### src/common/harness_pkg.sv
/*
 * Shared sizes, address map, boot ROM image, DMI register map
 * and the bus and DMI types of the SoC test harness
 */
package harness_pkg;

  // ----------------------------------------------------------------------
  // System bus and memories
  // ----------------------------------------------------------------------
  localparam int unsigned AddrWidth    = 64;
  localparam int unsigned DataWidth    = 64;
  localparam int unsigned BeWidth      = 8;
  localparam int unsigned ByteOffset   = $clog2(BeWidth);
  localparam int unsigned SramWords    = 256;
  localparam int unsigned SramIdxWidth = $clog2(SramWords);
  localparam int unsigned RomWords     = 8;
  localparam int unsigned RomIdxWidth  = $clog2(RomWords);

  localparam logic [AddrWidth-1:0] RomBase    = 64'h0000_0000_0001_0000;
  localparam logic [AddrWidth-1:0] RomLength  = RomWords * BeWidth;
  localparam logic [AddrWidth-1:0] GpioBase   = 64'h0000_0000_4000_0000;
  localparam logic [AddrWidth-1:0] GpioLength = 64'h0000_0000_0000_1000;
  localparam logic [AddrWidth-1:0] DramBase   = 64'h0000_0000_8000_0000;
  localparam logic [AddrWidth-1:0] DramLength = SramWords * BeWidth;

  // Boot code, two instructions per word
  localparam logic [DataWidth-1:0] RomImage [RomWords] = '{
    64'h0202_8593_0000_0297,
    64'h0182_b283_f140_2573,
    64'h0000_0000_0002_8067,
    64'h0000_0000_8000_0000,
    64'h0010_0073_0ff0_000f,
    64'h0000_0013_0000_0013,
    64'hffdf_f06f_1050_0073,
    64'h0000_0000_0000_0000
  };

  // ----------------------------------------------------------------------
  // Debug
  // ----------------------------------------------------------------------
  localparam int unsigned DmiDelCycles = 500;
  localparam int unsigned DmiDelWidth  = $clog2(DmiDelCycles + 1);
  localparam int unsigned DmiAddrWidth = 7;
  localparam int unsigned DmiDataWidth = 32;

  localparam logic [DmiAddrWidth-1:0] DmControlAddr = 7'h10;
  localparam logic [DmiAddrWidth-1:0] Data0Addr     = 7'h04;

  // Control register fields
  localparam int unsigned HaltReqBit  = 31;
  localparam int unsigned NdmResetBit = 1;
  localparam int unsigned DmActiveBit = 0;

  typedef enum logic [1:0] {
    NOP   = 2'h0,
    READ  = 2'h1,
    WRITE = 2'h2
  } dmi_op_e;

  typedef enum logic [1:0] {
    DMI_OK     = 2'h0,
    DMI_FAILED = 2'h2
  } dmi_resp_e;

  typedef struct packed {
    logic [DmiAddrWidth-1:0] addr;
    dmi_op_e                 op;
    logic [DmiDataWidth-1:0] data;
  } dmi_req_t;

  typedef struct packed {
    dmi_resp_e               resp;
    logic [DmiDataWidth-1:0] data;
  } dmi_rsp_t;

  typedef struct packed {
    logic                 req;
    logic                 we;
    logic [AddrWidth-1:0] addr;
    logic [BeWidth-1:0]   be;
    logic [DataWidth-1:0] wdata;
  } bus_req_t;

  typedef struct packed {
    logic                 rvalid;
    logic                 err;
    logic [DataWidth-1:0] rdata;
  } bus_rsp_t;

  typedef enum logic [1:0] {ROM, DRAM, GPIO, NONE} region_e;

  typedef enum logic {IDLE, RESP} dmi_state_e;

endpackage

### src/hw/debug/dm_regs.sv
/* Debug registers: control and Data0 with DMI read/write decode */
`timescale 1ns/1ps

module dm_regs import harness_pkg::*; (
  input  logic     clk_i,
  input  logic     rst_ni,
  input  logic     access_i,
  input  dmi_req_t req_i,
  output dmi_rsp_t rsp_o,
  output logic     haltreq_o,
  output logic     ndmreset_o
);

  logic [DmiDataWidth-1:0] dmcontrol_q;
  logic [DmiDataWidth-1:0] data0_q;
  logic                    ctrl_hit;
  logic                    data0_hit;

  assign ctrl_hit  = (req_i.addr == DmControlAddr);
  assign data0_hit = (req_i.addr == Data0Addr);

  always_comb begin
    rsp_o.resp = DMI_OK;
    rsp_o.data = '0;
    if (req_i.op != NOP) begin
      if (!ctrl_hit && !data0_hit) begin
        rsp_o.resp = DMI_FAILED;
      end else if (req_i.op == READ) begin
        rsp_o.data = ctrl_hit ? dmcontrol_q : data0_q;
      end
    end
  end

  always_ff @(posedge clk_i or negedge rst_ni) begin
    if (!rst_ni) begin
      dmcontrol_q <= '0;
      data0_q     <= '0;
    end else if (access_i && req_i.op == WRITE) begin
      if (ctrl_hit) begin
        dmcontrol_q <= req_i.data;
      end
      if (data0_hit) begin
        data0_q <= req_i.data;
      end
    end
  end

  // Control bits act only while the module is active
  assign haltreq_o  = dmcontrol_q[HaltReqBit] & dmcontrol_q[DmActiveBit];
  assign ndmreset_o = dmcontrol_q[NdmResetBit] & dmcontrol_q[DmActiveBit];

endmodule

### config.mk
export PLATFORM = sky130hd
export DESIGN_NAME = dm_regs
export DESIGN_NICKNAME = d
export VERILOG_FILES = /design/src/common/harness_pkg.sv /design/src/hw/debug/dm_regs.sv
export SDC_FILE = /design/constraint.sdc
export NUM_CORES = 1
export LEC_CHECK = 0
export CAP_MARGIN = 20
export CORE_AREA = 8 8 89 91
export CTS_CLUSTER_SIZE = 20
export DETAILED_ROUTE_END_ITERATION = 16
export DIE_AREA = 0 0 97 99
export DONT_BUFFER_PORTS = 1
export PLACE_DENSITY = 0.68
export SLEW_MARGIN = 20
export SYNTH_ARGS = -nofsm -noshare
export SYNTH_HDL_FRONTEND = slang
export SYNTH_SLANG_ARGS = --single-unit
export TNS_END_PERCENT = 30
### constraint.sdc
create_clock -name clk_i -period 2.2 [get_ports clk_i]
set_input_delay 0.11 -clock clk_i [delete_from_list [all_inputs] [get_ports clk_i]]
set_output_delay 0.11 -clock clk_i [all_outputs]
set_load 0.05 [all_outputs]
==> impl_metrics.csv <==
group,metric,value,unit
timing,final-setup-viol-count,0,
synth,synth_compound_area_share,8.14,%
routing,wirelength,7370,um
die,die_height,99,um
grt,track_usage,15.8,%
synth,synthCells,224,
worst_setup_path,arrival,1.26,ns
routing,top_layer_used,"met4",
grt,grt_first_pass_wirelength,12400,um
clocking,clk_pin_slew,0.07,ns
synth,syn_avg_cell_area,14.0,um^2
routing,first_iter_violations,95,
synth,synthAdderAreaFrac,0,%
cells_and_area,areaGrowthSynthToFinish,27.0,%
pwr,ir_drop,0.399,mV
routing,wl_met2,3490,um
min_path,hold_class,"primary input to async pin",
worst_setup_path,path_cells,"nor2b_2, buf_4, buf_4, a22oi_1, nor2_1, buf_4",
timing,hold_viol_final,0,
die,row_count,30,
routing,avgViaCountPerCell,5.43,
worst_setup_path,critPathMaxFanout,18,
pwr,power_density,611,nW/um^2
timing,min_period_over_period,62.2,%
routing,drtAntennaViolNets,0,
placement,dp_slack,0.642,ns
worst_setup_path,reg2reg_from,"dmcontrol_q[0]",
worst_setup_path,end_kind,"output port",
routing,wl_met3,405,um
cells_and_area,final_cells,376,
synth,seq_area_frac_synth,51.1,%
timing,min_period,1.37,ns
timing,fmax,0.730,GHz
synth,ys_warn_count,0,
routing,vias,2042,
clocking,clockBufferDepth,2,
timing,relSlewSlack,60.0,%
grt,first_global_vias,2391,
worst_setup_path,critical_path_class,"primary input to output port",
grt,antenna_found_initial,0,
die,core,6570,um^2
pwr,leakagePower,2.00,nW
die,dieArea,9600,um^2
routing,wl_met1,3380,um
timing,tightest_slew,0.600,ns
worst_setup_path,cp.required,2.09,ns
routing,wl_per_cell,19.6,um
clocking,cts.sinks,64,
worst_setup_path,startpoint,"req_i[36]",
clocking,clk_latency,0.33,ns
placement,gp_congestion,0.691,
timing,fin_hold_ws,0.305,ns
timing,skew,0,ns
grt,grt-ovfl-total,0,
job,drv_cap,0,
cells_and_area,nFillCells,513,
die,start_util,47.7,%
cells_and_area,nNetsFinal,335,
placement,port_buffers,0,
synth,synthSimpleGateAreaFrac,6.78,%
run_status,status,"finished clean",
timing,drv_slew,0,
synth,yosys-mux-area-fraction,30.2,%
synth,syn_area,3140,um^2
worst_setup_path,cp-start-kind,"primary input",
worst_setup_path,max_stage_delay,0.30,ns
synth,synth.ff_latch_count,64,
routing,drc,0,
clocking,post_cts_buffers,0,
pwr,design_power_total,0.00243,W
clocking,cts-root-buf,"clkbuf_8",
clocking,cts_buffers,9,
die,pin_count,80,
synth,yosys.area_share.xor_xnor,0,%
synth,syn_nets,268,
routing,drtPass1Iterations,4,
clocking,cts_tree,"done",
die,die_w,97,um
timing,fin_tns_setup,0,ns
placement,dp.cells,326,
placement,dp_hpwl,4760,um
synth,synth_top_family_by_area,"multiplexers",
timing,rsz0062_at_grt,"no",
cells_and_area,diodes,0,
clocking,htree_levels,3,
worst_setup_path,cpMaxStageDelayCell,"buf_4",
timing,fin_ws,0.831,ns
worst_setup_path,cp_common_cell,"buf_4",
grt,grt_max_degree,65,
synth,synthDistinctLibCells,17,
cells_and_area,drive_above_1_share,42.2,%
registers in the layout (all words and copies together), names as in the netlist:
name,flops
data0_q,32
dmcontrol_q,32
Yosys cell counts, drive strengths merged:
library cell	n	area share, %
o211ai	1	0.24
and2	2	0.40
nand4b	1	0.28
nand3	2	0.64
a22oi	32	7.7
clkbuf	11	1.3
conb	1	0.12
dfrtp	64	51
o21a	1	0.24
nor2	33	4.0
nor2b	2	0.40
nor3	1	0.16
buf	7	2.4
mux2	64	30
nor4b	2	0.96
kinds of logic (layout without fill, tap and decap cells):
family          Yosys count  in the layout
mux                      64             64
flops                    64             64
simple gates             43             43
compound gates           34             34
buf+inv                  18             90
other cells               1              1
metrics by stage:
step           area, um^2  utilization [%]
3_3_place_gp         3420             52.1
4_1_cts              3980             60.6
6_report             3980             60.6
2_1_floorplan        3140                -
5_1_grt              3980             60.6
3_5_place_dp         3420             52.1
placed cells by master (no fill, tap or decap):
cell            n
dfrtp_1        64
mux2_4         60
buf_4          40
nor2_1         33
dlygate4sd3_1  33
a22oi_1        32
clkbuf_8       11
mux2_2          4
nor2b_2         2
and2_1          2
nor4b_2         2
nand3_2         2
clkbuf_1        2
clkinv_2        2
nor3_1          1
nand4b_1        1
o211ai_1        1
o21a_1          1
conb_1          1
bufinv_16       1
buf_16          1
critical path, delay by kind of cell:
kind | cells | cell delay, ns
buffers and inverters | 3 | 0.76
and+or+nand+nor | 2 | 0.24
AOI/OAI and AO/OA | 1 | 0.13
layer usage:
| metal | vias up | global-route usage [%] |
|---|---|---|
| met3 | 9 | 4.20 |
| met2 | 57 | 25.1 |
| met5 | - | 0 |
| met4 | 0 | 6.04 |
| met1 | 1036 | 19.9 |
| li1 | 940 | - |
repair_timing:
item,in CTS,in global routing
hold endpoints to repair,128,0
hold buffers,34,0
endpoints found under the setup margin,0,0
gates resized for setup,0,0
worst paths after layout:
kind	to	slack, ns	depth (start not counted)
max	rsp_o[14]	0.83	6
min	dmcontrol_q[22]	0.31	2
max reg2reg	dmcontrol_q[0]	1.41	1
min reg2reg	dmcontrol_q[26]	0.51	1
max in group asynchronous	dmcontrol_q[2]	1.62	2
min in group clk_i	data0_q[17]	0.43	4
where the power goes:
part	internal (W)	switching [W]	total (W)
logic	0.000102	0.0000883	0.000190
registers	0.00121	0.0000190	0.00123
clock network	0.000583	0.000432	0.00102
final cells by class:
type | count | area [um^2] | area share [%]
sequential | 64 | 1600 | 40.2
clock inverter | 3 | 40.0 | 1.01
tap | 80 | 100 | 2.51
timing repair buffer | 74 | 658 | 16.5
clock buffer | 13 | 159 | 3.99
multi-input combinational | 142 | 1420 | 35.7
(Power assumes the default switching activity.)
