### src/common/harness_pkg.sv
/*
 * Shared sizes, address map, boot ROM image, DMI register map
 * and the bus and DMI types of the SoC test harness
 */
package harness_pkg;

  // ----------------------------------------------------------------------
  // System bus and memories
  // ----------------------------------------------------------------------
  localparam int unsigned AddrWidth    = 64;
  localparam int unsigned DataWidth    = 64;
  localparam int unsigned BeWidth      = 8;
  localparam int unsigned ByteOffset   = $clog2(BeWidth);
  localparam int unsigned SramWords    = 256;
  localparam int unsigned SramIdxWidth = $clog2(SramWords);
  localparam int unsigned RomWords     = 8;
  localparam int unsigned RomIdxWidth  = $clog2(RomWords);

  localparam logic [AddrWidth-1:0] RomBase    = 64'h0000_0000_0001_0000;
  localparam logic [AddrWidth-1:0] RomLength  = RomWords * BeWidth;
  localparam logic [AddrWidth-1:0] GpioBase   = 64'h0000_0000_4000_0000;
  localparam logic [AddrWidth-1:0] GpioLength = 64'h0000_0000_0000_1000;
  localparam logic [AddrWidth-1:0] DramBase   = 64'h0000_0000_8000_0000;
  localparam logic [AddrWidth-1:0] DramLength = SramWords * BeWidth;

  // Boot code, two instructions per word
  localparam logic [DataWidth-1:0] RomImage [RomWords] = '{
    64'h0202_8593_0000_0297,
    64'h0182_b283_f140_2573,
    64'h0000_0000_0002_8067,
    64'h0000_0000_8000_0000,
    64'h0010_0073_0ff0_000f,
    64'h0000_0013_0000_0013,
    64'hffdf_f06f_1050_0073,
    64'h0000_0000_0000_0000
  };

  // ----------------------------------------------------------------------
  // Debug
  // ----------------------------------------------------------------------
  localparam int unsigned DmiDelCycles = 500;
  localparam int unsigned DmiDelWidth  = $clog2(DmiDelCycles + 1);
  localparam int unsigned DmiAddrWidth = 7;
  localparam int unsigned DmiDataWidth = 32;

  localparam logic [DmiAddrWidth-1:0] DmControlAddr = 7'h10;
  localparam logic [DmiAddrWidth-1:0] Data0Addr     = 7'h04;

  // Control register fields
  localparam int unsigned HaltReqBit  = 31;
  localparam int unsigned NdmResetBit = 1;
  localparam int unsigned DmActiveBit = 0;

  typedef enum logic [1:0] {
    NOP   = 2'h0,
    READ  = 2'h1,
    WRITE = 2'h2
  } dmi_op_e;

  typedef enum logic [1:0] {
    DMI_OK     = 2'h0,
    DMI_FAILED = 2'h2
  } dmi_resp_e;

  typedef struct packed {
    logic [DmiAddrWidth-1:0] addr;
    dmi_op_e                 op;
    logic [DmiDataWidth-1:0] data;
  } dmi_req_t;

  typedef struct packed {
    dmi_resp_e               resp;
    logic [DmiDataWidth-1:0] data;
  } dmi_rsp_t;

  typedef struct packed {
    logic                 req;
    logic                 we;
    logic [AddrWidth-1:0] addr;
    logic [BeWidth-1:0]   be;
    logic [DataWidth-1:0] wdata;
  } bus_req_t;

  typedef struct packed {
    logic                 rvalid;
    logic                 err;
    logic [DataWidth-1:0] rdata;
  } bus_rsp_t;

  typedef enum logic [1:0] {ROM, DRAM, GPIO, NONE} region_e;

  typedef enum logic {IDLE, RESP} dmi_state_e;

endpackage

### src/hw/debug/debug_delay.sv
/* Power-on delay counter that holds back the halt request */
`timescale 1ns/1ps

module debug_delay import harness_pkg::*; (
  input  logic clk_i,
  input  logic rst_ni,
  input  logic debug_en_i,
  input  logic haltreq_i,
  output logic debug_req_o
);

  logic [DmiDelWidth-1:0] cnt_q;
  logic                   cnt_zero;

  assign cnt_zero = (cnt_q == '0);

  // Counts down once after power-on reset, then stays at zero
  always_ff @(posedge clk_i or negedge rst_ni) begin
    if (!rst_ni) begin
      cnt_q <= DmiDelWidth'(DmiDelCycles);
    end else if (!cnt_zero) begin
      cnt_q <= cnt_q - 1'b1;
    end
  end

  assign debug_req_o = cnt_zero & debug_en_i & haltreq_i;

endmodule

### config.mk
export PLATFORM = sky130hd
export DESIGN_NAME = debug_delay
export DESIGN_NICKNAME = d
export VERILOG_FILES = /design/src/common/harness_pkg.sv /design/src/hw/debug/debug_delay.sv
export SDC_FILE = /design/constraint.sdc
export NUM_CORES = 1
export LEC_CHECK = 0
export BUFFER_PORTS_ARGS = -buffer_cell sky130_fd_sc_hd__buf_2
export CAP_MARGIN = 20
export CORE_MARGIN = 5
export CORE_UTILIZATION = 30
export CTS_BUF_LIST = sky130_fd_sc_hd__clkbuf_16
export DETAILED_ROUTE_END_ITERATION = 10
export GPL_TIMING_DRIVEN = 0
export SYNTH_ARGS = -nofsm -noshare
export SYNTH_HDL_FRONTEND = slang
export SYNTH_SLANG_ARGS = --single-unit
### constraint.sdc
create_clock -name clk_i -period 2.55 [get_ports clk_i]
set_input_delay 0.51 -clock clk_i [delete_from_list [all_inputs] [get_ports clk_i]]
set_output_delay 0.51 -clock clk_i [all_outputs]
set_load 0.02 [all_outputs]
==> impl_summary.md, run 1 <==
Clock tree
Clock tree synthesis selected as its root buffer the cell sky130_fd_sc_hd__clkbuf_16. TritonCTS created 3 clock buffers. The clock slew seen by the registers of the worst setup and hold paths is 0.04 ns. In this run the deepest clock path goes through 2 buffers.

The clock insertion delay at the later pin of the skew report is 0.23 ns. CTS saw 9 sinks. In this run the number of H-tree levels came out at 1. The count of instances resized after the clock tree is built is 0.

TritonCTS built the clock tree.

Floorplan
The floorplan step defined a die boundary enclosing 2340 um^2. The overall die width is 48.4 um. The height of the die is 48.4 um.

In this run the standard cell core region covers 1350 um^2. During I/O placement, the number of pins put on the boundary was 5. The total number of placement rows is 13. The effective utilization at floorplan is 0.328.

Synthesis
The biggest area consumer among synthesized cells is sky130_fd_sc_hd__dfstp_2. The sequential fraction of the synthesis area is 0.525. In this run the cell area of the synthesized design comes to 443 um^2.

By area the synthesized netlist is led by sky130_fd_sc_hd__dfstp_2, sky130_fd_sc_hd__dfrtp_1, sky130_fd_sc_hd__o21ai_0. When the netlist entered floorplanning its net count stood at 44. The synthesized area per cell is 11.4 um^2. Sorting the synthesized cells by how often they occur yields sky130_fd_sc_hd__dfstp_2, sky130_fd_sc_hd__o21ai_0, sky130_fd_sc_hd__dfrtp_1. The synthesized design contains 0 enable-type register cells.

The cell count after synthesis is 39. After synthesis, the netlist uses 20 different library cells. After synthesis the netlist holds a flip-flop and latch count of 9. Of the post-synthesis cell area, the dominant cell type holds 0.356. Among all flip-flop cells after synthesis, the most frequent one is sky130_fd_sc_hd__dfstp_2. For this run, the number of Yosys warnings is 0.

For this run, asynchronously set or reset flops after synthesis account for 1.00.

Place
The congestion estimate from routability-driven global placement came to 0.715. The quantity of I/O buffers inserted on ports is 4. The HPWL reported at the end of detailed placement is 562 um.

The placed instances occupy a cell area of 482 um^2.

Critical path
The kind of end point of the critical path is an output pin. The startpoint type of the worst setup path is a flip-flop. The worst path required time is 2.04 ns. For the worst setup path, the data arrival time is 1.91 ns. Along the worst path, the maximum fanout reaches 5. The critical path is of the reg -> out type.

Cells and area
The largest registers in the layout are cnt_q (9). The fraction of final layout cells with drive strength greater than 1 is 0.429. 0 antenna diodes ended up in the layout. The final-stage net count is 55. After routing the design area is 576 um^2. The number of inserted filler cells in the final layout is 126. Relative to the synthesized area, the layout overhead comes to 29.9%. The register ranked first by flip-flop count is cnt_q. The register with the most flip-flops in the layout has 9 of them. The core occupancy in the finished layout is 0.426.

Global route
The number of antenna violations at the first check in global routing is 0. The overall global routing resource usage is 0.0766. The sum of overflow across all layers after global routing is 0. The number of global-route vias before repair came to 303.

The largest net degree at the start of global routing is 10. The first global-routing pass estimated 1370 um of wire.

Timing
Setup violations remaining at the end of the flow were counted as 0. The worst slew margin relative to its limit is 0.804. The clock skew is 0.000289 ns. The count of pins over their slew limit came to 0. The post-layout minimum cycle time is 2.42 ns. For the pin with the worst max-slew slack, the measured transition is 0.294 ns. The final cycle utilization of the critical path is 0.949. Setup repair after global routing left no endpoint under its margin. The summed negative setup slack over all endpoints is 0 ns.

Hold is met by 0.123 ns. Timing would allow up to 0.413 GHz. The count of final hold-check violations is 0.

Run status
The flow ran to the end, and the final reports show no timing, DRC or antenna violations.

Worst hold path
In this run the worst hold path is classified as in -> async.

Pwr
Dividing total power by cell area gives a power density of 728 nW/um^2. The worst-case IR drop observed on VDD is 664 uV. The leakage power figure is 0.274 nW.

Routing
Summed over all layers, the routed wires come to 755 um. The number of vias after detailed routing is 312. The first-pass iteration count of the detailed router is 4. The count of nets left with antenna violations once routing finished came out at 0. The detail-routed net length per standard cell is 11.8 um. In the routed layout, each cell is associated on average with a via count of 4.88. The residual DRC count is 0. For this block, the initial DRC count from the detailed router was 4.

Job
The tool flagged a number of max-cap violations equal to 0.
-- through the flow --
step                instances  total power (W)  setup slack, ns
CTS                        62         0.000423           0.0598
finish                     64         0.000419            0.130
detailed placement         58         0.000153            0.308
floorplan                  39         0.000147            0.454
global placement           58         0.000153            0.312
global route               64         0.000429           0.0588
-- critical path: stages, from the launching register on --
cell and delay, ns:
sky130_fd_sc_hd__dfrtp_1 0.41, sky130_fd_sc_hd__or4_4 0.60, sky130_fd_sc_hd__nor4_4 0.33, sky130_fd_sc_hd__and3_1 0.18, sky130_fd_sc_hd__buf_2 0.15
-- logic make-up (layout without fill, tap and decap cells) --
| kind of cell | count (synthesis) | count (layout) | synth area share |
|---|---|---|---|
| multiplexers | 2 | 2 | 0.0480 |
| XOR/XNOR | 1 | 1 | 0.0198 |
| adder cells (fa/ha/maj) | 1 | 1 | 0.0282 |
| AO/OA/AOI/OAI | 10 | 10 | 0.141 |
| buffers and inverters | 2 | 12 | 0.0170 |
| flip-flops | 9 | 9 | 0.525 |
| AND/OR/NAND/NOR | 14 | 14 | 0.220 |
-- cells in the final DEF, fill, tap and decap left out, drive strengths merged, types with 3 or more instances in the layout --
cell type  synthesis  layout
clkbuf             0       3
dfstp              6       6
o21ai              6       6
inv                2       3
buf                0       6
dfrtp              3       3
-- path summary, 6_finish.rpt --
path / start / end / slack [ns] / cells past startpoint
max reg2reg: cnt_q[3] / cnt_q[1] / 0.78 / 4
min in group clk_i: cnt_q[0] / cnt_q[0] / 0.49 / 1
min reg2reg: cnt_q[0] / cnt_q[0] / 0.49 / 1
max in group asynchronous: rst_ni / cnt_q[2] / 2.19 / 1
max: cnt_q[3] / debug_req_o / 0.13 / 4
min: rst_ni / cnt_q[3] / 0.12 / 1
-- cell type report --
type / instances / area [um^2] / share of cell area
sequential: 9 / 233 / 0.404
tap: 15 / 18.8 / 0.0326
multi-input combinational: 28 / 203 / 0.352
inverter: 2 / 7.51 / 0.0130
clock inverter: 1 / 3.75 / 0.00652
timing repair buffer: 6 / 35.0 / 0.0609
clock buffer: 3 / 75.1 / 0.130
-- report_power, final --
group	switching, W	leakage, nW	internal [W]
Sequential	0	0.104	0.000144
Combinational	0.00000429	0.128	0.00000254
Clock	0.0000637	0.0423	0.000204
Total	0.0000680	0.274	0.000351
-- layer usage --
metal	up-vias	wire length, um	track usage
li1	161	-	-
met1	144	355	0.0918
met2	5	336	0.102
met3	2	40	0.0489
met4	0	23	0.0415
met5	-	0	0
-- timing repair --
item | 4_1_cts | 5_1_grt
endpoints found under the hold margin | 0 | 0
setup buffers | 0 | 2
endpoints found under the setup margin | 0 | 1
hold buffers | 0 | 0
Note: power is estimated with default switching activity, not from simulation.
==> run 2: changes to the inputs <==
--- a/config.mk
+++ b/config.mk
@@ -12,6 +12,7 @@
 export CTS_BUF_LIST = sky130_fd_sc_hd__clkbuf_16
 export DETAILED_ROUTE_END_ITERATION = 10
 export GPL_TIMING_DRIVEN = 0
+export PLACE_DENSITY_LB_ADDON = 0.08
 export SYNTH_ARGS = -nofsm -noshare
 export SYNTH_HDL_FRONTEND = slang
 export SYNTH_SLANG_ARGS = --single-unit
==> constraint.sdc (replaced) <==
create_clock -name clk_i -period 2.6 [get_ports clk_i]
set_input_delay 0.52 -clock clk_i [delete_from_list [all_inputs] [get_ports clk_i]]
set_output_delay 0.52 -clock clk_i [all_outputs]
set_load 0.02 [all_outputs]
==> impl_summary.md, run 2 (synthesis gave the netlist of run 1 again) <==
Clock tree
The clock passes through at most 2 buffers. The count of clock tree sinks is 9. CTS built an H-tree with a depth of 1. The clock tree from TritonCTS is done.

The number of setup buffers added after CTS is 0. The clock reaches the later pin of the worst-skew pair after 0.24 ns. The number of buffers created by CTS is 3.

Clock-pin slew was measured on the worst setup and hold paths at 0.04 ns. The cell sitting at the root of the clock tree is a sky130_fd_sc_hd__clkbuf_16. The count of instances resized after the clock tree is built is 0. The hold buffer count at cts is 0.

Global route
The overall global routing resource usage is 0.0786. The largest net degree at the start of global routing is 10. The sum of overflow across all layers after global routing is 0.

The number of antenna violations at the first check in global routing is 0. The number of global-route vias before repair is 314. The first global-routing pass estimated 1390 um of wire.

Timing
Setup repair after global routing left no endpoint under its margin. The count of final hold-check violations is 0. The smallest clock period supported by the final layout is computed as 2.49 ns. The highest clock frequency the design can meet is 0.401 GHz.

The worst pin sits at a relative slew slack of 0.758. Setup violations remaining at the end of the flow were counted as 0. In the finished design, the share of the clock period the worst path needs comes to 0.959. The slew at the pin closest to its max-slew limit is 0.361 ns. The clock skew is 0.00149 ns. In the final timing run, aggregate negative setup slack is 0 ns.

The count of pins over their slew limit was 0. Setup slack on the critical path of the routed design comes to 0.107 ns.

Critical path
STA classifies the critical path endpoint as an output pin. The count of cells along the worst register-to-register path is 3. The arrival time at the worst endpoint is 1.97 ns. STA classifies the critical path startpoint as a flip-flop. The peak fanout along the critical path is 5.

The classification of the worst setup path is reg -> out. STA puts the critical path data required time at 2.08 ns.

Pwr
The leakage power figure is 0.266 nW. The power density of the placed cells is 747 nW/um^2. VDD sags by at most 366 uV.

Routing
The via-per-instance ratio is 5.16. For this run, the detailed router's first-pass iteration total came to 4. After the first detailed-routing iteration, the DRC count stood at 6. The residual DRC count is 0. The detail-routed net length per standard cell is 13.1 um. The post-detailed-routing wire length is 810 um. The number of vias after detailed routing is 320. The number of nets still failing antenna checks after routing is 0.

Floorplan
The die footprint is 2340 um^2. The boundary pin count is 5. The total number of placement rows is 13. The floorplan step set the die height to 48.4 um. In this run the horizontal extent of the chip is 48.4 um. The total area inside the core boundary comes to 1350 um^2. For this configuration, the core starts out at a cell density of 0.328.

Cells and area
In the final layout, the registers with the most flip-flops are cnt_q (9). The final-stage net count is 53. The library cells used most frequently in the layout, excluding fill and tap cells, are sky130_fd_sc_hd__o21ai_0, sky130_fd_sc_hd__dfstp_2, sky130_fd_sc_hd__buf_2. The flip-flop count of the largest register, all copies and words added is 9. The register ranked first by flip-flop count is cnt_q.

The fraction of final layout cells with drive strength greater than 1 is 0.404. The relative area change from synthesis to final layout is 26.6%. The count of inserted antenna diode cells is 0.

Place
The congestion estimate from routability-driven global placement came to 0.715. During placement, the flow inserted port buffers numbering 4. The HPWL reported at the end of detailed placement is 620 um. Before CTS, the worst setup slack after placement is 0.350 ns.

Job
Across the run, the number of max-cap violations was 0.

Worst hold path
The worst hold path belongs to the class in -> async.

Run status
The flow ran to the end, and the final reports show no timing, DRC or antenna violations.
==> run 2: path summary, 6_finish.rpt <==
| kind | startpoint | to | slack (ns) |
|---|---|---|---|
| worst min register to register | cnt_q[0] | cnt_q[0] | 0.49 |
| worst max-delay path | cnt_q[3] | debug_req_o | 0.11 |
| worst max register to register | cnt_q[3] | cnt_q[3] | 0.94 |
| min in group clk_i | cnt_q[0] | cnt_q[0] | 0.49 |
| worst min-delay path | rst_ni | cnt_q[3] | 0.12 |
| max in group asynchronous | rst_ni | cnt_q[2] | 2.23 |
==> run 2: worst max-delay path, cell delays in order, from the launching register on <==
cell                      delay (ns)
sky130_fd_sc_hd__dfrtp_1        0.40
sky130_fd_sc_hd__or4_4          0.59
sky130_fd_sc_hd__nor4_4         0.36
sky130_fd_sc_hd__and3_1         0.21
sky130_fd_sc_hd__buf_2          0.16
==> run 2: power breakdown <==
group	switching, W	total, W	internal [W]
clock	0.0000693	0.000270	0.000201
sequential	0	0.000141	0.000141
combinational	0.00000450	0.00000702	0.00000252
total	0.0000738	0.000419	0.000345
==> run 2: per-stage QoR <==
step	instance area, um^2	hold slack, ns	instances	utilization	power [W]
after floorplan	443	0.224	39	-	0.000144
after global placement	482	0.374	58	0.357	0.000150
after detailed placement	482	0.378	58	0.357	0.000150
after CTS	561	0.131	62	0.415	0.000419
after global routing	561	0.144	62	0.415	0.000426
final	561	0.124	62	0.415	0.000419
==> run 2: layout make-up <==
type | count | area (um^2)
Clock buffer | 3 | 75.1
Clock inverter | 1 | 3.75
Fill cell | 134 | 790
Inverter | 2 | 7.51
Multi-Input combinational cell | 28 | 203
Sequential cell | 9 | 233
Tap cell | 15 | 18.8
Timing Repair Buffer | 4 | 20.0
==> run 2: metal layers <==
metal | up-vias | wire length (um) | track usage | share of wire
li1 | 156 | - | - | -
met1 | 152 | 340 | 0.0923 | 0.42
met2 | 10 | 399 | 0.111 | 0.49
met3 | 2 | 39 | 0.0275 | 0.048
met4 | 0 | 30 | 0.0691 | 0.037
met5 | - | 0 | 0 | 0
