[config.mk]
export PLATFORM = sky130hd
export DESIGN_NAME = dmi_ctrl
export DESIGN_NICKNAME = d
export VERILOG_FILES = /design/src/common/harness_pkg.sv /design/src/hw/debug/dmi_ctrl.sv
export SDC_FILE = /design/constraint.sdc
export NUM_CORES = 1
export LEC_CHECK = 0
export BUFFER_PORTS_ARGS = -buffer_cell sky130_fd_sc_hd__buf_2
export CORE_MARGIN = 4
export CORE_UTILIZATION = 32
export CTS_CLUSTER_DIAMETER = 120
export DETAILED_ROUTE_END_ITERATION = 7
export PLACE_DENSITY = 0.79
export SETUP_SLACK_MARGIN = 0.1
export SLEW_MARGIN = 20
export SYNTH_ARGS = -nofsm -noshare
export SYNTH_HDL_FRONTEND = slang
export SYNTH_SLANG_ARGS = --single-unit
[constraint.sdc]
create_clock -name clk_i -period 3.21 [get_ports clk_i]
set_clock_uncertainty 0.1 [all_clocks]
set_input_delay 0.642 -clock clk_i [delete_from_list [all_inputs] [get_ports clk_i]]
set_output_delay 0.642 -clock clk_i [all_outputs]
set_load 0.01 [all_outputs]
[src/common/harness_pkg.sv]
/*
 * Shared sizes, address map, boot ROM image, DMI register map
 * and the bus and DMI types of the SoC test harness
 */
package harness_pkg;

  // ----------------------------------------------------------------------
  // System bus and memories
  // ----------------------------------------------------------------------
  localparam int unsigned AddrWidth    = 64;
  localparam int unsigned DataWidth    = 64;
  localparam int unsigned BeWidth      = 8;
  localparam int unsigned ByteOffset   = $clog2(BeWidth);
  localparam int unsigned SramWords    = 256;
  localparam int unsigned SramIdxWidth = $clog2(SramWords);
  localparam int unsigned RomWords     = 8;
  localparam int unsigned RomIdxWidth  = $clog2(RomWords);

  localparam logic [AddrWidth-1:0] RomBase    = 64'h0000_0000_0001_0000;
  localparam logic [AddrWidth-1:0] RomLength  = RomWords * BeWidth;
  localparam logic [AddrWidth-1:0] GpioBase   = 64'h0000_0000_4000_0000;
  localparam logic [AddrWidth-1:0] GpioLength = 64'h0000_0000_0000_1000;
  localparam logic [AddrWidth-1:0] DramBase   = 64'h0000_0000_8000_0000;
  localparam logic [AddrWidth-1:0] DramLength = SramWords * BeWidth;

  // Boot code, two instructions per word
  localparam logic [DataWidth-1:0] RomImage [RomWords] = '{
    64'h0202_8593_0000_0297,
    64'h0182_b283_f140_2573,
    64'h0000_0000_0002_8067,
    64'h0000_0000_8000_0000,
    64'h0010_0073_0ff0_000f,
    64'h0000_0013_0000_0013,
    64'hffdf_f06f_1050_0073,
    64'h0000_0000_0000_0000
  };

  // ----------------------------------------------------------------------
  // Debug
  // ----------------------------------------------------------------------
  localparam int unsigned DmiDelCycles = 500;
  localparam int unsigned DmiDelWidth  = $clog2(DmiDelCycles + 1);
  localparam int unsigned DmiAddrWidth = 7;
  localparam int unsigned DmiDataWidth = 32;

  localparam logic [DmiAddrWidth-1:0] DmControlAddr = 7'h10;
  localparam logic [DmiAddrWidth-1:0] Data0Addr     = 7'h04;

  // Control register fields
  localparam int unsigned HaltReqBit  = 31;
  localparam int unsigned NdmResetBit = 1;
  localparam int unsigned DmActiveBit = 0;

  typedef enum logic [1:0] {
    NOP   = 2'h0,
    READ  = 2'h1,
    WRITE = 2'h2
  } dmi_op_e;

  typedef enum logic [1:0] {
    DMI_OK     = 2'h0,
    DMI_FAILED = 2'h2
  } dmi_resp_e;

  typedef struct packed {
    logic [DmiAddrWidth-1:0] addr;
    dmi_op_e                 op;
    logic [DmiDataWidth-1:0] data;
  } dmi_req_t;

  typedef struct packed {
    dmi_resp_e               resp;
    logic [DmiDataWidth-1:0] data;
  } dmi_rsp_t;

  typedef struct packed {
    logic                 req;
    logic                 we;
    logic [AddrWidth-1:0] addr;
    logic [BeWidth-1:0]   be;
    logic [DataWidth-1:0] wdata;
  } bus_req_t;

  typedef struct packed {
    logic                 rvalid;
    logic                 err;
    logic [DataWidth-1:0] rdata;
  } bus_rsp_t;

  typedef enum logic [1:0] {ROM, DRAM, GPIO, NONE} region_e;

  typedef enum logic {IDLE, RESP} dmi_state_e;

endpackage

[src/hw/debug/dmi_ctrl.sv]
/*
 * DMI controller: source select between JTAG and DTM ports,
 * request acceptance and response hold until taken
 */
`timescale 1ns/1ps

module dmi_ctrl import harness_pkg::*; (
  input  logic     clk_i,
  input  logic     rst_ni,
  input  logic     jtag_sel_i,
  input  dmi_req_t jtag_req_i,
  input  logic     jtag_req_valid_i,
  input  logic     jtag_rsp_ready_i,
  input  dmi_req_t dtm_req_i,
  input  logic     dtm_req_valid_i,
  input  logic     dtm_rsp_ready_i,
  output logic     access_o,
  output dmi_req_t access_req_o,
  input  dmi_rsp_t access_rsp_i,
  output logic     dmi_req_ready_o,
  output dmi_rsp_t dmi_rsp_o,
  output logic     jtag_rsp_valid_o,
  output logic     dtm_rsp_valid_o
);

  dmi_state_e state_d;
  dmi_state_e state_q;
  logic       src_jtag_q;
  logic       req_valid;
  logic       rsp_ready;
  logic       rsp_valid;
  dmi_rsp_t   rsp_q;

  // Source mux
  assign req_valid    = jtag_sel_i ? jtag_req_valid_i : dtm_req_valid_i;
  assign access_req_o = jtag_sel_i ? jtag_req_i : dtm_req_i;
  // Ready comes from the source that issued the transfer
  assign rsp_ready    = src_jtag_q ? jtag_rsp_ready_i : dtm_rsp_ready_i;

  assign dmi_req_ready_o = (state_q == IDLE);
  assign access_o        = dmi_req_ready_o & req_valid;
  assign rsp_valid       = (state_q == RESP);

  always_comb begin
    state_d = state_q;
    case (state_q)
      IDLE: begin
        if (access_o) begin
          state_d = RESP;
        end
      end
      RESP: begin
        if (rsp_ready) begin
          state_d = IDLE;
        end
      end
      default: state_d = IDLE;
    endcase
  end

  always_ff @(posedge clk_i or negedge rst_ni) begin
    if (!rst_ni) begin
      state_q    <= IDLE;
      src_jtag_q <= 1'b0;
    end else begin
      state_q <= state_d;
      if (access_o) begin
        src_jtag_q <= jtag_sel_i;
      end
    end
  end

  always_ff @(posedge clk_i) begin
    if (access_o) begin
      rsp_q <= access_rsp_i;
    end
  end

  assign dmi_rsp_o        = rsp_q;
  assign jtag_rsp_valid_o = rsp_valid & src_jtag_q;
  assign dtm_rsp_valid_o  = rsp_valid & ~src_jtag_q;

endmodule

==> results of run 1 <==
-- area by class of cell --
type	count	area (sq um)	area share, %
clock inverter	3	37.5	1.33
multi-input combinational	50	523	18.6
sequential	36	1070	38.0
tap	67	83.8	2.98
clock buffer	5	68.8	2.44
timing repair buffer	203	1020	36.3
inverter	3	11.3	0.400
-- worst register-to-register path, delay by kind of cell (launching register included) --
kind,cells,cell delay [ps]
simple gates,1,130
flops,1,430
buf+inv,1,390
-- registers in the layout, summed over array words and instances (netlist names) --
register / flops
src_jtag_q: 1
dmi_rsp_o: 34
rsp_valid: 1
-- cells by family after synthesis --
family	count (synthesis)	share of synthesized area [%]
buffers and inverters	8	3.65
flip-flops	36	65.0
multiplexers	42	28.6
AO/OA/AOI/OAI	3	1.22
AND/OR/NAND/NOR	5	1.44
-- final timing paths --
| kind | start | endpoint | cells past startpoint |
|---|---|---|---|
| max reg2reg | rsp_valid | dmi_rsp_o[6] | 2 |
| min | rst_ni | src_jtag_q | 1 |
| min reg2reg | src_jtag_q | src_jtag_q | 2 |
| min in group clk_i | access_rsp_i[16] | dmi_rsp_o[16] | 1 |
| max | jtag_sel_i | access_req_o[21] | 4 |
| max in group asynchronous | rst_ni | rsp_valid | 1 |
-- cell usage after synthesis --
cell,instances,area [sq um]
a21oi_1,2,10.0
a221o_1,1,10.0
and2_1,1,6.26
buf_4,2,15.0
buf_6,3,33.8
dfrtp_1,2,50.1
edfxtp_1,34,1020
inv_1,3,11.3
mux2_2,41,462
mux2i_1,1,10.0
nand2b_1,1,6.26
nor2_1,3,11.3
-- per-layer routing --
layer,GRT usage (%),part of all wire [%]
met5,0,0
met4,5.07,1.9
met3,7.79,14
met2,31.6,52
met1,15.6,32
-- per-stage QoR --
stage / hold slack (ps) / power (mW) / instance area (sq um) / utilization (%)
floorplan: 246 / 0.869 / 1650 / -
global placement: 329 / 1.09 / 2710 / 55.9
detailed placement: 332 / 1.10 / 2710 / 55.9
CTS: 35.7 / 1.47 / 2820 / 58.1
global route: 36.3 / 1.53 / 2820 / 58.1
finish: 44.9 / 1.45 / 2820 / 58.1
-- power groups by stage --
stage / Combinational [mW] / Clock (mW) / Sequential [mW]
after detailed placement: 0.433 / 0 / 0.669
after global routing: 0.468 / 0.398 / 0.666
after CTS: 0.435 / 0.373 / 0.660
after global placement: 0.426 / 0 / 0.663
final: 0.428 / 0.364 / 0.658
after floorplan: 0.160 / 0 / 0.709
==> results.json, run 1 <==
{
  "crit_path_cell_trace": "buf_2 > buf_4 > mux2_2 > buf_2",
  "port_buffers": 201,
  "power_frac_comb_pct": 29.5,
  "worst_slew_margin_rel_pct": 64.8,
  "power.share.sequential_pct": 45.4,
  "cts.repair.resized": 0,
  "crit_type": "in -> out",
  "worst_ep_required_time_ps": 2470,
  "critPathTopFamily": "buffers and inverters",
  "worst_ep_arrival_time_ps": 1740,
  "syn_area_sq_um": 1650,
  "cp_slowest_stage_delay_ps": 440,
  "floorplan.io_pins": 202,
  "area_growth_pct": 71.0,
  "setup-tns-final_ps": 0,
  "drt_wl_total_um": 5920,
  "dp_hpwl_um": 5080,
  "rows": 25,
  "clockPowerShare_pct": 25.1,
  "slowest_stage": "buf_4",
  "status": "finished, final reports clean",
  "finish.net_count": 422,
  "numCtsBuffers": 5,
  "maxClockFrequency_mhz": 403,
  "worst-slew-pin-transition_ps": 528,
  "post_synth_num_cell_types": 12,
  "type_of_origin_of_the_critical_path": "primary input",
  "power.internal_mw": 1.05,
  "die_width_um": 79.7,
  "post_cts_hold_buffer_count": 0,
  "final_wtd_congestion": 0.792,
  "dpl.cell_count": 359,
  "syn-num-nets": 217,
  "route.detailed.wl_per_inst_um": 16.1,
  "timing.critical_path.mode_cell": "buf_2",
  "ys_warn_count": 0,
  "timing.final.crit_period_ps": 2480,
  "tritoncts_num_sinks": 36,
  "fin_cells": 367,
  "timing_hold_violations_final": 0,
  "r2r_setup_slack_ps": 1810,
  "grtUsageTotal_pct": 16.6,
  "syn_area_per_cell_sq_um": 17.5,
  "n_antenna_cell": 0,
  "globalRouteOverflowTotal": 0,
  "most-common-layout-cells": "201 x buf_2, 41 x mux2_2, 34 x edfxtp_1",
  "setup.worst_path.end_class": "output port",
  "initial_utilization_pct": 34.0,
  "post-route-worst-setup-slack_ps": 728,
  "grt_antenna_before_repair": 0,
  "detailed_route_iter0_violations": 27,
  "power_switching_mw": 0.398,
  "antenna_left": 0,
  "routed_via_density": 4.37,
  "seq_area_frac_synth_pct": 65.0,
  "rsz0062_at_grt": "false",
  "hold_path.class": "in -> async",
  "power_density_nw_per_um2": 515,
  "drt-pass1-iter-count": 4,
  "cts.path.max_buffers": 2,
  "cts_root_buffer": "clkbuf_8",
  "final-setup-viol-count": 0,
  "post-route-period-util_pct": 77.3,
  "die_height_um": 79.7,
  "register_bit_count_reported_by_yosys": 36,
  "coreArea_sq_um": 4850,
  "fillers": 414,
  "critical_path_buf_inv_count": 3,
  "worst_ir_drop_vdd_uv": 497,
  "synthCells": 94,
  "final-max-slew-violation-count": 0,
  "cts.reportedPaths.clkPinSlew_ps": 60,
  "drv.max_cap_violation_count": 0,
  "drive_gt1_share_pct": 83.7,
  "grt_pass1_vias": 1630,
  "tritoncts_clock_tree": "built",
  "global_route_wire_length_before_repair_um": 8020,
  "pre_cts_ws_ps": 748,
  "drcViolationCount": 0,
  "clock_insertion_delay_at_the_later_pin_of_the_skew_report_ps": 270,
  "h-tree-depth": 2,
  "final_common_cell": "buf_2",
  "p_leak_nw": 1.40,
  "vias": 1602,
  "cts_setup_buffers": 0,
  "grt_start_max_net_pins": 44,
  "dieArea_sq_um": 6360,
  "timing.critical_path.fanout_max": 43,
  "power_switching_share_pct": 27.4
}
No activity file was read; power rests on OpenSTA's default activity.
==> inputs of run 2 (changes only) <==
--- a/config.mk
+++ b/config.mk
@@ -7,10 +7,10 @@
 export LEC_CHECK = 0
 export BUFFER_PORTS_ARGS = -buffer_cell sky130_fd_sc_hd__buf_2
 export CORE_MARGIN = 4
-export CORE_UTILIZATION = 32
+export CORE_UTILIZATION = 29
 export CTS_CLUSTER_DIAMETER = 120
 export DETAILED_ROUTE_END_ITERATION = 7
-export PLACE_DENSITY = 0.79
+export PLACE_DENSITY = 0.76
 export SETUP_SLACK_MARGIN = 0.1
 export SLEW_MARGIN = 20
 export SYNTH_ARGS = -nofsm -noshare
==> constraint.sdc (replaced) <==
create_clock -name clk_i -period 2.2 [get_ports clk_i]
set_clock_uncertainty 0.1 [all_clocks]
set_input_delay 0.44 -clock clk_i [delete_from_list [all_inputs] [get_ports clk_i]]
set_output_delay 0.44 -clock clk_i [all_outputs]
set_load 0.01 [all_outputs]
==> results.json, run 2 (synthesis results as in run 1) <==
{
  "status": "finished, final reports clean",
  "maxClockFrequency_mhz": 527,
  "power.share.sequential_pct": 44.4,
  "vias": 1629,
  "initial_utilization_pct": 29.9,
  "grt_antenna_before_repair": 2,
  "worst_setup_path_startpoint": "jtag_sel_i",
  "multi_input_area_sq_um": 523,
  "route.detailed.wl_per_inst_um": 16.4,
  "utilization_of_the_core_after_routing_pct": 52.0,
  "timing.final.crit_period_ps": 1900,
  "global_route.peak_usage_layer": "met2",
  "timing.critical_path.fanout_max": 43,
  "drcViolationCount": 0,
  "grtUsageTotal_pct": 16.7,
  "final-max-slew-violation-count": 0,
  "grt_use_met1_pct": 18.4,
  "drive_gt1_share_pct": 84.1,
  "drt-pass1-iter-count": 4,
  "power_frac_comb_pct": 29.7,
  "rows": 27,
  "clockPowerShare_pct": 25.9,
  "h-tree-depth": 2,
  "crit_path_cell_trace": "buf_2 > buf_12 > mux2i_1 > nor2_4 > buf_2",
  "worst_slew_margin_rel_pct": 81.2,
  "routed_via_density": 4.33,
  "final_common_cell": "buf_2",
  "antenna_left": 0,
  "gr-usage-met3_pct": 5.95,
  "cts.reportedPaths.clkPinSlew_ps": 70,
  "crit-reg2reg-launch": "rsp_valid",
  "grt_start_max_net_pins": 44,
  "clock_insertion_delay_at_the_later_pin_of_the_skew_report_ps": 270,
  "hold_path.class": "in -> reg",
  "grt_util_met2_pct": 30.1,
  "power_switching_share_pct": 28.3,
  "floorplan.io_pins": 202,
  "crit_type": "in -> out",
  "critical_path.endpoint": "access_o",
  "coreArea_sq_um": 5510,
  "detailed_route_iter0_violations": 33,
  "cp_slowest_stage_delay_ps": 330,
  "grt_pass1_vias": 1741,
  "finish.net_count": 424,
  "cts.path.max_buffers": 2,
  "tritoncts_clock_tree": "built",
  "setup-tns-final_ps": 0,
  "drt_wl_total_um": 6180,
  "power_switching_mw": 0.611,
  "critical_path_buf_inv_count": 3,
  "setup.worst_path.end_class": "output port",
  "tritoncts_num_sinks": 36,
  "global_route_wire_length_before_repair_um": 9200,
  "most-common-layout-cells": "201 x buf_2, 41 x mux2_2, 34 x edfxtp_1",
  "power_density_nw_per_um2": 755,
  "worst_ir_drop_vdd_uv": 495,
  "r2r_setup_slack_ps": 890,
  "drv.max_cap_violation_count": 0,
  "post-route-period-util_pct": 86.3,
  "die_width_um": 83.4,
  "worst-r2r-cell-count": 2,
  "numCtsBuffers": 5,
  "die_height_um": 83.4,
  "critPathTopFamily": "buffers and inverters",
  "critical_path.reg2reg.endpoint": "dmi_rsp_o[19]",
  "p_leak_nw": 1.42,
  "slowest_stage": "mux2i_1",
  "fillers": 512,
  "worst_ep_required_time_ps": 1660,
  "timing.critical_path.mode_cell": "buf_2",
  "port_buffers": 201,
  "cts.repair.resized": 0,
  "type_of_origin_of_the_critical_path": "primary input",
  "critical_path_depth": 5,
  "worst-slew-pin-transition_ps": 274,
  "final-setup-viol-count": 0,
  "timing_hold_violations_final": 0,
  "dp_hpwl_um": 5400,
  "power.internal_mw": 1.55,
  "worst_ep_arrival_time_ps": 1360,
  "area_growth_pct": 73.9,
  "cts_root_buffer": "clkbuf_8",
  "ff_latch_area_sq_um": 1070,
  "largest_register_ffs": 34,
  "final_wtd_congestion": 1.02,
  "dieArea_sq_um": 6950,
  "rsz0062_at_grt": "false",
  "globalRouteOverflowTotal": 0
}
run 2: changes by cell type in the layout (fill, tap and decap cells not counted):
cell           previous run  this run
buf_12                    0         1
clkinv_1                  2         0
clkinv_2                  0         1
clkinvlp_4                0         1
diode_2                   0         2
dlygate4sd3_1             0         1
run 2: worst min path at each step:
stage | start | endpoint | slack [ps] | depth (start not counted)
4_1_cts | access_rsp_i[31] | dmi_rsp_o[31] | 220 | 1
2_1_floorplan | rst_ni | rsp_valid | 40 | 0
3_5_place_dp | rst_ni | src_jtag_q | 130 | 1
6_report | access_rsp_i[3] | dmi_rsp_o[3] | 230 | 1
5_1_grt | access_rsp_i[3] | dmi_rsp_o[3] | 210 | 1
3_3_place_gp | rst_ni | src_jtag_q | 120 | 1
run 2: routing by layer:
layer,vias to the layer above,share of wire [%]
li1,775,-
met2,104,52
met4,0,2.1
met1,742,37
met5,-,0
met3,8,9.0
run 2: power by group through the flow:
stage | Clock [mW] | Sequential, mW | Combinational [mW]
global placement | 0 | 0.968 | 0.645
detailed placement | 0 | 0.975 | 0.650
floorplan | 0 | 1.04 | 0.236
finish | 0.559 | 0.959 | 0.643
CTS | 0.578 | 0.961 | 0.653
global route | 0.618 | 0.973 | 0.699
run 2: stage by stage:
stage                     hold WS [ps]  power, mW  std cells  cell area (sq um)  setup WS (ps)
final                              232       2.16        376               2860            302
after global routing               207       2.29        376               2860            250
after CTS                          221       2.19        374               2860            287
after detailed placement           127       1.62        365               2740            291
after global placement             124       1.61        365               2740            336
after floorplan                   44.4       1.27         94               1650            363
run 2: area by class of cell:
type | instances | area share [%]
sequential | 36 | 37.4
timing repair buffer | 205 | 36.7
multi-input combinational | 50 | 18.3
tap | 72 | 3.15
clock buffer | 5 | 2.40
clock inverter | 3 | 1.49
inverter | 3 | 0.393
antenna | 2 | 0.175
run 2: repair_timing:
item / 4_1_cts / 5_1_grt
endpoints found under the hold margin: 2 / 0
buffers inserted: 0 / 0
hold buffers: 1 / 0
